## config.mk

```make
export PLATFORM = sky130hd
export DESIGN_NAME = hc_loopback_top
export DESIGN_NICKNAME = d
export VERILOG_FILES = /design/src/verilog/hc_csr_pkg.sv /design/src/verilog/hc_bus_pkg.sv /design/src/verilog/hc_loopback_top.sv /design/src/verilog/hc_line_mem.sv /design/src/verilog/hc_line_counter.sv /design/src/verilog/hc_copy_fsm.sv /design/src/verilog/hc_csr.sv
export SDC_FILE = /design/constraint.sdc
export NUM_CORES = 2
export LEC_CHECK = 0
export BUFFER_PORTS_ARGS = -buffer_cell sky130_fd_sc_hd__buf_4
export CAP_MARGIN = 10
export CORE_MARGIN = 5
export CORE_UTILIZATION = 65
export DETAILED_ROUTE_END_ITERATION = 16
export PLACE_DENSITY = 0.81
export SYNTH_ARGS = -nofsm -noshare
export SYNTH_HDL_FRONTEND = slang
export SYNTH_SLANG_ARGS = --single-unit
```

## constraint.sdc

```tcl
create_clock -name clk -period 9.75 [get_ports clk]
set_clock_uncertainty 0.1 [all_clocks]
set_input_delay 2.4375 -clock clk [delete_from_list [all_inputs] [get_ports clk]]
set_output_delay 2.4375 -clock clk [all_outputs]
set_load 0.1 [all_outputs]
```

## src/verilog/hc_csr_pkg.sv

```systemverilog
// Register map of the loopback engine and the CSR state broadcast to the copy logic
package hc_csr_pkg;

    // Register offsets in words, relative to the block's base address
    localparam int CSR_HC_EN          = 0;
    localparam int CSR_HC_READ_FRAME  = 1;
    localparam int CSR_HC_WRITE_FRAME = 2;
    localparam int CSR_HC_ENABLE_TEST = 3;
    localparam int CSR_HC_STATUS      = 4;

    // The line memory appears at this word offset and spans 64 words
    localparam int MEM_WINDOW = 64;

    // A frame is a word offset into the line memory
    localparam int FRAME_W = 6;

    // Test length runs 1 to 64, so it needs one bit more than a frame
    localparam int LEN_W = 7;

    // A length field of zero stands for the full memory
    localparam int MAX_LEN = 64;

    // Width of the finished-test counter
    localparam int TESTS_W = 8;

    // State written by the host and seen by the engine every cycle
    typedef struct packed {
        logic               hc_en;
        logic [FRAME_W-1:0] hc_read_frame;
        logic [FRAME_W-1:0] hc_write_frame;
        // Start pulse, high for one cycle only
        logic               hc_enable_test;
        logic [LEN_W-1:0]   hc_test_len;
    } hc_csrs_t;

    // Engine state reported back through the status register
    typedef struct packed {
        logic               busy;
        logic [TESTS_W-1:0] tests_done;
    } hc_status_t;

endpackage

```

## src/verilog/hc_bus_pkg.sv

```systemverilog
// Bus-side types shared by the loopback engine: Wishbone request/response and line-memory ports
package hc_bus_pkg;

    // Word address width of the Wishbone slave window
    localparam int ADDR_W = 10;
    // Width of every data word on the bus and in the line memory
    localparam int DATA_W = 32;
    // Line memory holds 2**MEM_AW words
    localparam int MEM_AW = 6;

    // Request driven by the Wishbone master, held until ack is seen
    typedef struct packed {
        logic              cyc;
        logic              stb;
        logic              we;
        logic [ADDR_W-1:0] adr;
        logic [DATA_W-1:0] dat;
    } wb_req_t;

    // Slave response; dat is only meaningful while ack is high on a read
    typedef struct packed {
        logic              ack;
        logic [DATA_W-1:0] dat;
    } wb_rsp_t;

    // One access to the line memory, valid for the cycle in which en is high
    typedef struct packed {
        logic              en;
        logic              we;
        logic [MEM_AW-1:0] addr;
        logic [DATA_W-1:0] wdata;
    } mem_port_t;

endpackage
```

## src/verilog/hc_loopback_top.sv

```systemverilog
// Loopback engine top that joins the register block, copy FSM, word counter and line memory
module hc_loopback_top
#(
    parameter int CSR_BASE_ADDR = 0
)
(
    input  logic                    clk,
    input  logic                    reset,
    input  hc_bus_pkg::wb_req_t     wb_req,
    output hc_bus_pkg::wb_rsp_t     wb_rsp
);

    hc_csr_pkg::hc_csrs_t               csr;
    hc_csr_pkg::hc_status_t             status;

    // Bus side of the line memory
    hc_bus_pkg::mem_port_t              mem_a;
    logic [hc_bus_pkg::DATA_W-1:0]      mem_a_rd_data;

    // Engine side of the line memory
    hc_bus_pkg::mem_port_t              mem_rd;
    hc_bus_pkg::mem_port_t              mem_wr;
    logic [hc_bus_pkg::DATA_W-1:0]      rd_data_b;

    // Counter handshake
    logic                               load;
    logic                               step;
    logic [hc_bus_pkg::MEM_AW-1:0]      index;
    logic                               last;

    hc_csr #(
        .CSR_BASE_ADDR (CSR_BASE_ADDR)
    ) i_hc_csr (
        .clk           (clk),
        .reset         (reset),
        .wb_req        (wb_req),
        .wb_rsp        (wb_rsp),
        .mem_a         (mem_a),
        .mem_a_rd_data (mem_a_rd_data),
        .status        (status),
        .csr           (csr)
    );

    hc_copy_fsm i_hc_copy_fsm (
        .clk     (clk),
        .reset   (reset),
        .csr     (csr),
        .load    (load),
        .step    (step),
        .index   (index),
        .last    (last),
        .mem_rd  (mem_rd),
        .mem_wr  (mem_wr),
        .rd_data (rd_data_b),
        .status  (status)
    );

    // Length comes straight from the register block and is taken on load
    hc_line_counter i_hc_line_counter (
        .clk   (clk),
        .reset (reset),
        .load  (load),
        .step  (step),
        .len   (csr.hc_test_len),
        .index (index),
        .last  (last)
    );

    hc_line_mem i_hc_line_mem (
        .clk       (clk),
        .port_a    (mem_a),
        .rd_data_a (mem_a_rd_data),
        .rd_b      (mem_rd),
        .rd_data_b (rd_data_b),
        .wr_b      (mem_wr)
    );

endmodule

```

## src/verilog/hc_line_mem.sv

```systemverilog
// Line memory of 64 words with a bus port and separate engine read and write ports
module hc_line_mem
(
    input  logic                              clk,
    input  hc_bus_pkg::mem_port_t             port_a,
    output logic [hc_bus_pkg::DATA_W-1:0]     rd_data_a,
    input  hc_bus_pkg::mem_port_t             rd_b,
    output logic [hc_bus_pkg::DATA_W-1:0]     rd_data_b,
    input  hc_bus_pkg::mem_port_t             wr_b
);

    localparam int DEPTH = 1 << hc_bus_pkg::MEM_AW;

    logic [hc_bus_pkg::DATA_W-1:0] mem [DEPTH];

    // Bus port reads the old word on a write, data comes out on the next edge
    always_ff @(posedge clk)
    begin
        if (port_a.en)
        begin
            if (port_a.we)
                mem[port_a.addr] <= port_a.wdata;
            rd_data_a <= mem[port_a.addr];
        end
        // Engine write-back; a clash with the bus on one word is left undefined
        if (wr_b.en && wr_b.we)
            mem[wr_b.addr] <= wr_b.wdata;
    end

    // Engine read port, registered like the bus port
    always_ff @(posedge clk)
    begin
        if (rd_b.en)
            rd_data_b <= mem[rd_b.addr];
    end

endmodule

```

## src/verilog/hc_line_counter.sv

```systemverilog
// Loadable down-counter of words left in a copy, with running word index and last-word flag
module hc_line_counter
(
    input  logic                              clk,
    input  logic                              reset,
    input  logic                              load,
    input  logic                              step,
    input  logic [hc_csr_pkg::LEN_W-1:0]      len,
    output logic [hc_bus_pkg::MEM_AW-1:0]     index,
    output logic                              last
);

    localparam int LW = hc_csr_pkg::LEN_W;

    // Words still to issue after the current one, and the index of the next word
    logic [LW-1:0]                      remain_q;
    logic [hc_bus_pkg::MEM_AW-1:0]      index_q;

    // The load cycle issues word 0 itself, so the registers start one word ahead
    always_ff @(posedge clk)
    begin
        if (reset)
        begin
            remain_q <= '0;
            index_q  <= '0;
        end
        else if (load)
        begin
            remain_q <= len - LW'(1);
            index_q  <= 1;
        end
        else if (step)
        begin
            remain_q <= remain_q - LW'(1);
            index_q  <= index_q + 1'b1;
        end
    end

    // On load the outputs describe word 0 of the new count
    assign index = load ? '0 : index_q;
    assign last  = load ? (len == LW'(1)) : (remain_q == LW'(1));

endmodule

```

## src/verilog/hc_copy_fsm.sv

```systemverilog
// Copy engine FSM that moves a line of words from the read frame to the write frame
module hc_copy_fsm
(
    input  logic                              clk,
    input  logic                              reset,
    input  hc_csr_pkg::hc_csrs_t              csr,
    output logic                              load,
    output logic                              step,
    input  logic [hc_bus_pkg::MEM_AW-1:0]     index,
    input  logic                              last,
    output hc_bus_pkg::mem_port_t             mem_rd,
    output hc_bus_pkg::mem_port_t             mem_wr,
    input  logic [hc_bus_pkg::DATA_W-1:0]     rd_data,
    output hc_csr_pkg::hc_status_t            status
);

    typedef enum logic [1:0] {ST_IDLE, ST_COPY, ST_DRAIN} state_t;

    state_t                             state_q;
    state_t                             state_d;
    logic                               start;
    logic                               rd_issue;
    logic                               wr_valid_q;
    logic [hc_bus_pkg::MEM_AW-1:0]      wr_addr_q;
    logic [hc_csr_pkg::TESTS_W-1:0]     tests_done_q;

    // A pulse outside idle is dropped, so a running test is never restarted
    assign start = (state_q == ST_IDLE) && csr.hc_enable_test;

    // First read goes out with the pulse itself, the rest follow back to back
    assign rd_issue = start || (state_q == ST_COPY);
    assign load     = start;
    assign step     = (state_q == ST_COPY);

    always_comb
    begin
        state_d = state_q;
        case (state_q)
            ST_IDLE:
                if (csr.hc_enable_test)
                    state_d = last ? ST_DRAIN : ST_COPY;
            ST_COPY:
                if (last)
                    state_d = ST_DRAIN;
            default:
                state_d = ST_IDLE;
        endcase
    end

    // Frame plus index wraps around the 64-word memory
    always_comb
    begin
        mem_rd.en    = rd_issue;
        mem_rd.we    = 1'b0;
        mem_rd.addr  = csr.hc_read_frame + index;
        mem_rd.wdata = '0;
        // Write-back of the word read one cycle earlier
        mem_wr.en    = wr_valid_q;
        mem_wr.we    = 1'b1;
        mem_wr.addr  = wr_addr_q;
        mem_wr.wdata = rd_data;
    end

    always_ff @(posedge clk)
    begin
        if (reset)
        begin
            state_q      <= ST_IDLE;
            wr_valid_q   <= 1'b0;
            tests_done_q <= '0;
        end
        else
        begin
            state_q    <= state_d;
            wr_valid_q <= rd_issue;
            // Drain holds the final write, so the count moves as busy drops
            if (state_q == ST_DRAIN)
                tests_done_q <= tests_done_q + 1'b1;
        end
    end

    always_ff @(posedge clk)
    begin
        if (rd_issue)
            wr_addr_q <= csr.hc_write_frame + index;
    end

    // Busy covers the pulse cycle through the cycle of the last write
    assign status.busy       = start || (state_q != ST_IDLE);
    assign status.tests_done = tests_done_q;

endmodule

```

## src/verilog/hc_csr.sv

```systemverilog
// Wishbone register block that decodes host writes, forwards the memory window and returns data
module hc_csr
#(
    parameter int CSR_BASE_ADDR = 0
)
(
    input  logic                                clk,
    input  logic                                reset,
    input  hc_bus_pkg::wb_req_t                 wb_req,
    output hc_bus_pkg::wb_rsp_t                 wb_rsp,
    output hc_bus_pkg::mem_port_t               mem_a,
    input  logic [hc_bus_pkg::DATA_W-1:0]       mem_a_rd_data,
    input  hc_csr_pkg::hc_status_t              status,
    output hc_csr_pkg::hc_csrs_t                csr
);

    localparam int AW = hc_bus_pkg::ADDR_W;
    localparam int DW = hc_bus_pkg::DATA_W;
    localparam int MEM_WORDS = 1 << hc_bus_pkg::MEM_AW;
    localparam int LW = hc_csr_pkg::LEN_W;

    // Source of the read data returned with the next ack
    typedef enum logic [2:0] {SEL_NONE, SEL_MEM, SEL_EN, SEL_RFRAME, SEL_WFRAME, SEL_STATUS} rd_sel_t;

    logic          accept;
    logic [AW-1:0] rel_addr;
    logic          win_hit;
    logic          ack_q;
    rd_sel_t       rd_sel_d;
    rd_sel_t       rd_sel_q;

    // An access is taken in its first stb cycle; the ack cycle itself is never taken again
    assign accept   = wb_req.cyc && wb_req.stb && !ack_q;
    assign rel_addr = wb_req.adr - AW'(CSR_BASE_ADDR);
    assign win_hit  = (rel_addr >= AW'(hc_csr_pkg::MEM_WINDOW)) &&
                      (rel_addr <  AW'(hc_csr_pkg::MEM_WINDOW + MEM_WORDS));

    // True for a write accepted this cycle at the given register offset
    function automatic logic wr_hit(int offset);
        return accept && wb_req.we && (rel_addr == AW'(offset));
    endfunction

    // Memory window accesses go straight to port A for one cycle
    always_comb
    begin
        mem_a.en    = accept && win_hit;
        mem_a.we    = wb_req.we;
        mem_a.addr  = rel_addr[hc_bus_pkg::MEM_AW-1:0];
        mem_a.wdata = wb_req.dat;
    end

    // Pick the read source now, return its data in the ack cycle
    always_comb
    begin
        rd_sel_d = SEL_NONE;
        if (accept && !wb_req.we)
        begin
            if (win_hit)
                rd_sel_d = SEL_MEM;
            else if (rel_addr == AW'(hc_csr_pkg::CSR_HC_EN))
                rd_sel_d = SEL_EN;
            else if (rel_addr == AW'(hc_csr_pkg::CSR_HC_READ_FRAME))
                rd_sel_d = SEL_RFRAME;
            else if (rel_addr == AW'(hc_csr_pkg::CSR_HC_WRITE_FRAME))
                rd_sel_d = SEL_WFRAME;
            else if (rel_addr == AW'(hc_csr_pkg::CSR_HC_STATUS))
                rd_sel_d = SEL_STATUS;
        end
    end

    always_ff @(posedge clk)
    begin
        if (reset)
        begin
            ack_q    <= 1'b0;
            rd_sel_q <= SEL_NONE;
        end
        else
        begin
            ack_q    <= accept;
            rd_sel_q <= rd_sel_d;
        end
    end

    // Status is sampled live in the ack cycle, memory data lands on the same edge as ack
    always_comb
    begin
        wb_rsp.ack = ack_q;
        case (rd_sel_q)
            SEL_MEM:    wb_rsp.dat = mem_a_rd_data;
            SEL_EN:     wb_rsp.dat = DW'(csr.hc_en);
            SEL_RFRAME: wb_rsp.dat = DW'(csr.hc_read_frame);
            SEL_WFRAME: wb_rsp.dat = DW'(csr.hc_write_frame);
            SEL_STATUS: wb_rsp.dat = DW'(status);
            default:    wb_rsp.dat = '0;
        endcase
    end

    always_ff @(posedge clk)
    begin
        if (reset)
            csr.hc_en <= 1'b0;
        else if (wr_hit(hc_csr_pkg::CSR_HC_EN))
            csr.hc_en <= wb_req.dat[0];
    end

    // Frames come up undefined; software always sets them before a test
    always_ff @(posedge clk)
    begin
        if (wr_hit(hc_csr_pkg::CSR_HC_READ_FRAME))
            csr.hc_read_frame <= wb_req.dat[hc_csr_pkg::FRAME_W-1:0];
        if (wr_hit(hc_csr_pkg::CSR_HC_WRITE_FRAME))
            csr.hc_write_frame <= wb_req.dat[hc_csr_pkg::FRAME_W-1:0];
    end

    // The length rides along with the start write, zero meaning the whole memory
    always_ff @(posedge clk)
    begin
        if (wr_hit(hc_csr_pkg::CSR_HC_ENABLE_TEST))
        begin
            if (wb_req.dat[LW-1:0] == '0)
                csr.hc_test_len <= LW'(hc_csr_pkg::MAX_LEN);
            else
                csr.hc_test_len <= wb_req.dat[LW-1:0];
        end
    end

    // Start pulse lasts one cycle and is suppressed while the channel is disabled
    always_ff @(posedge clk)
    begin
        if (reset)
            csr.hc_enable_test <= 1'b0;
        else
            csr.hc_enable_test <= wr_hit(hc_csr_pkg::CSR_HC_ENABLE_TEST) && csr.hc_en;
    end

endmodule

```

==> results.tsv <==
stage	metric	value	unit
floorplanning	die height	448	µm
critical_path	crit path kind	input pin to flip-flop	
finish	layout cells sized above 1	60.3	%
timing	Final Hold Violating Endpoints	0	
global_routing	all-layer global routing usage	39.8	%
critical_path	R2R setup slack	4.03	ns
yosys	synth cell count leaders	2137 x edfxtp_1, 2053 x mux2_2, 1304 x mux4_2	
yosys	Synth Area in Simple Gates	1.37	%
floorplanning	# IOs	80	
yosys	XOR/XNOR Fraction of Synth Area	0.233	%
clocking	CTS tree	done	
yosys	ys async rst share	0	%
pwr	Pwr Density	150	mW/mm²
clocking	Clock Latency Late Sink	0.87	ns
clocking	Setup Buffers After CTS	0	
critical_path	Arr. time, crit path	7.02	ns
yosys	Post-synth EDFFs	2137	
timing	worst hold slack	0.399	ns
floorplanning	row count	160	
floorplanning	Die W	448	µm
yosys	Synth Instances	7142	
drt	total wire length	397000	µm
timing	Slew @ Worst Pin	1.32	ns
timing	RSZ-0062 raised after global routing	no	
critical_path	CP required	10.22	ns
global_routing	initial antenna violation count	35	
critical_path	cells on worst reg2reg path	14	
critical_path	most frequent CP cell	buf_4	
pwr	Max VDD drop	0.000195	V
drt	DRC	0	
place	Post-DP HPWL	231000	µm
yosys	share of the synthesized area in the top cell type	51.4	%
critical_path	CP Buf/Inv Count	3	
place	port bufs	79	
outcome	run status	completed	
yosys	ranking of synthesized cells by area	edfxtp_1 51%, mux4_2 24%, mux2_2 19%	
pwr	static leakage	42.6	nW
yosys	mean post-synth cell area	17.5	µm²
drt	Vias/cell	8.14	
place	dpl ws	2.54	ns
critical_path	slowest stage delay, CP	1.34	ns
yosys	post-synthesis compound-gate area fraction	1.07	%
critical_path	CP Max Fanout	20	
clocking	clk buf depth	3	
clocking	clock root buffer	clkbuf_16	
global_routing	vias in the first global route	76000	
timing	final worst path period share	67.2	%
yosys	post-synthesis sequential area ratio	51.9	%
yosys	Yosys cell types	59	
finish	fin nets	6720	
timing	relative slew slack	11.9	%
floorplanning	die area	0.201	mm²
yosys	area leader, netlist	edfxtp_1	
drt	DR iter-0 viols	11900	
critical_path	Worst setup EP type	flip-flop	
timing	Setup violations, final	0	
clocking	CTS Sinks	2167	
critical_path	reg2reg start	i_hc_copy_fsm.state_q[1]	
timing	minimum clock period after layout	6.55	ns
global_routing	GRT overflow	0	
clocking	Num CTS Buffers	221	
global_routing	largest net degree at the start of global routing	102	
yosys	Ys Warns	0	
run	Max-Cap Viols	0	
timing	Final Max Tran Viols	0	
yosys	mux cell area share after synthesis	42.1	%
yosys	primary flip-flop cell chosen by synthesis mapping	edfxtp_1	
yosys	largest family of logic cells by synthesized area	multiplexers	
yosys	Mapped Nets	7200	
drt	DR vias	76400	
drt	Post-DRT Antenna Nets	0	
min_path	WHS Path Cells	1	
min_path	Hold Crit Class	flip-flop to flip-flop	
yosys	Seq cells post-synth	2167	
critical_path	FF-to-FF End	i_hc_line_mem.rd_data_b[28]	
clocking	H-tree depth	4	
yosys	adder-cell area share of the yosys netlist	0.126	%
critical_path	crit start category	input pin	
clocking	CTS Hold Bufs	0	
clocking	CTS resizes	0	
clocking	CTS clock-pin slew for the worst setup and hold paths	0.06	ns
timing	max frequency	153	MHz
min_path	Hold Crit Endpoint	i_hc_csr.csr[7]	
drt	drt first pass iters	6	
drt	Wirelength per Cell	42.3	µm
yosys	top-count cell post-synth	edfxtp_1	
timing	total negative slack	0	ns
global_routing	first-pass GRT wire length	565000	µm
yosys	Mapped Area	0.125	mm²
pwr	total chip power	20.2	mW
finish	Area Growth Syn to Fin	8.04	%
floorplanning	core area	0.191	mm²
floorplanning	initial core utilization	65.5	%
timing	final worst slack	3.20	ns
critical_path	CP top delay family	simple AND/OR/NAND/NOR gates	
critical_path	cells along the critical path	buf_4 > nor3_1 > nand2_1 > nor3_1 > buf_4 > nand3_1 > o21ai_4 > buf_4	
critical_path	crit path max-delay cell type	o21ai_4	
min_path	HP Start	i_hc_csr.csr[20]	
finish	Fillers	11600	
place	RePlAce Congestion	0.918	
[placed cells by master, fill, tap and decap left out, types with 6 or more instances in the layout]
master / instances
nand3b_1: 12
nor2b_1: 7
edfxtp_1: 2137
o21ai_0: 26
mux2_2: 2053
xnor2_1: 18
nand2_1: 84
nand2_2: 43
o21bai_4: 11
bufinv_16: 25
diode_2: 23
buf_4: 276
a21oi_1: 18
dfxtp_1: 30
xor2_1: 11
ha_1: 10
a22oi_1: 64
inv_1: 9
clkbuf_16: 229
clkinv_2: 47
and2_1: 28
clkinv_1: 50
o21ai_1: 9
nor3_1: 16
nor2_4: 14
or2_2: 6
clkinvlp_4: 11
nand4_1: 24
o21ai_4: 43
clkbuf_1: 42
nand3_1: 9
buf_12: 19
mux4_2: 1304
o22ai_4: 9
or3_1: 7
nor2_1: 51
[layer usage]
layer,vias to the layer above,part of all wire [%],track usage [%]
met5,-,0.028,0
met4,18,6.6,21.5
met3,1444,16,14.9
met2,7025,45,58.8
met1,39300,32,51.7
li1,28600,-,-
[layout make-up]
cell class / instances / area, µm² / area share [%]
flip-flops and latches: 2167 / 64800 / 48.0
multi-input cells: 3963 / 57100 / 42.3
clock buffers: 271 / 5890 / 4.37
well taps: 2511 / 3140 / 2.33
repair buffers: 299 / 2510 / 1.86
clock inverters: 142 / 1350 / 0.998
diodes: 23 / 57.6 / 0.0427
inverters: 10 / 37.5 / 0.0278
[cells by family after synthesis]
group,count (synthesis)
compound gates,211
mux,3361
fa+ha+maj,13
buf+inv,1012
simple gates,347
flops,2167
xor+xnor,31
[state kept, by name, indices dropped and copies added, names as in the netlist]
signal                      flops
i_hc_csr.csr                   21
i_hc_csr.rd_sel_q               3
i_hc_line_counter.index_q       6
i_hc_line_counter.remain_q      7
i_hc_copy_fsm.state_q           2
i_hc_copy_fsm.tests_done_q      8
i_hc_copy_fsm.wr_addr_q         6
i_hc_csr.ack_q                  1
i_hc_line_mem.rd_data_b        32
i_hc_line_mem.mem            2048
i_hc_copy_fsm.wr_valid_q        1
i_hc_line_mem.rd_data_a        32
[through the flow]
step | util, % | std cells | cell area, µm²
finish | 70.8 | 9386 | 135000
floorplan | - | 7142 | 125000
detailed placement | 66.9 | 8949 | 128000
CTS | 70.7 | 9362 | 135000
global route | 70.7 | 9377 | 135000
global placement | 66.9 | 8949 | 128000
[how the worst max path moves through the flow]
stage               startpoint                        end  slack [ns]  cells after the start
floorplan           wb_req[32]    i_hc_line_mem.mem[0][0]        2.26                      7
global placement    wb_req[40]   i_hc_line_mem.mem[9][25]        2.65                      8
detailed placement  wb_req[40]  i_hc_line_mem.mem[49][26]        2.54                      8
CTS                 wb_req[40]   i_hc_line_mem.mem[9][30]        3.54                      8
global route        wb_req[40]   i_hc_line_mem.mem[9][30]        3.21                      8
finish              wb_req[40]  i_hc_line_mem.mem[49][26]        3.20                      8
[power by group]
group / switching [mW] / internal, mW / leakage [nW]
Clock: 3.74 / 4.93 / 3.53
Sequential: 0.00206 / 10.2 / 19.4
Combinational: 0.648 / 0.627 / 19.6
Total: 4.39 / 15.8 / 42.6
No activity file was read; power rests on OpenSTA's default activity.
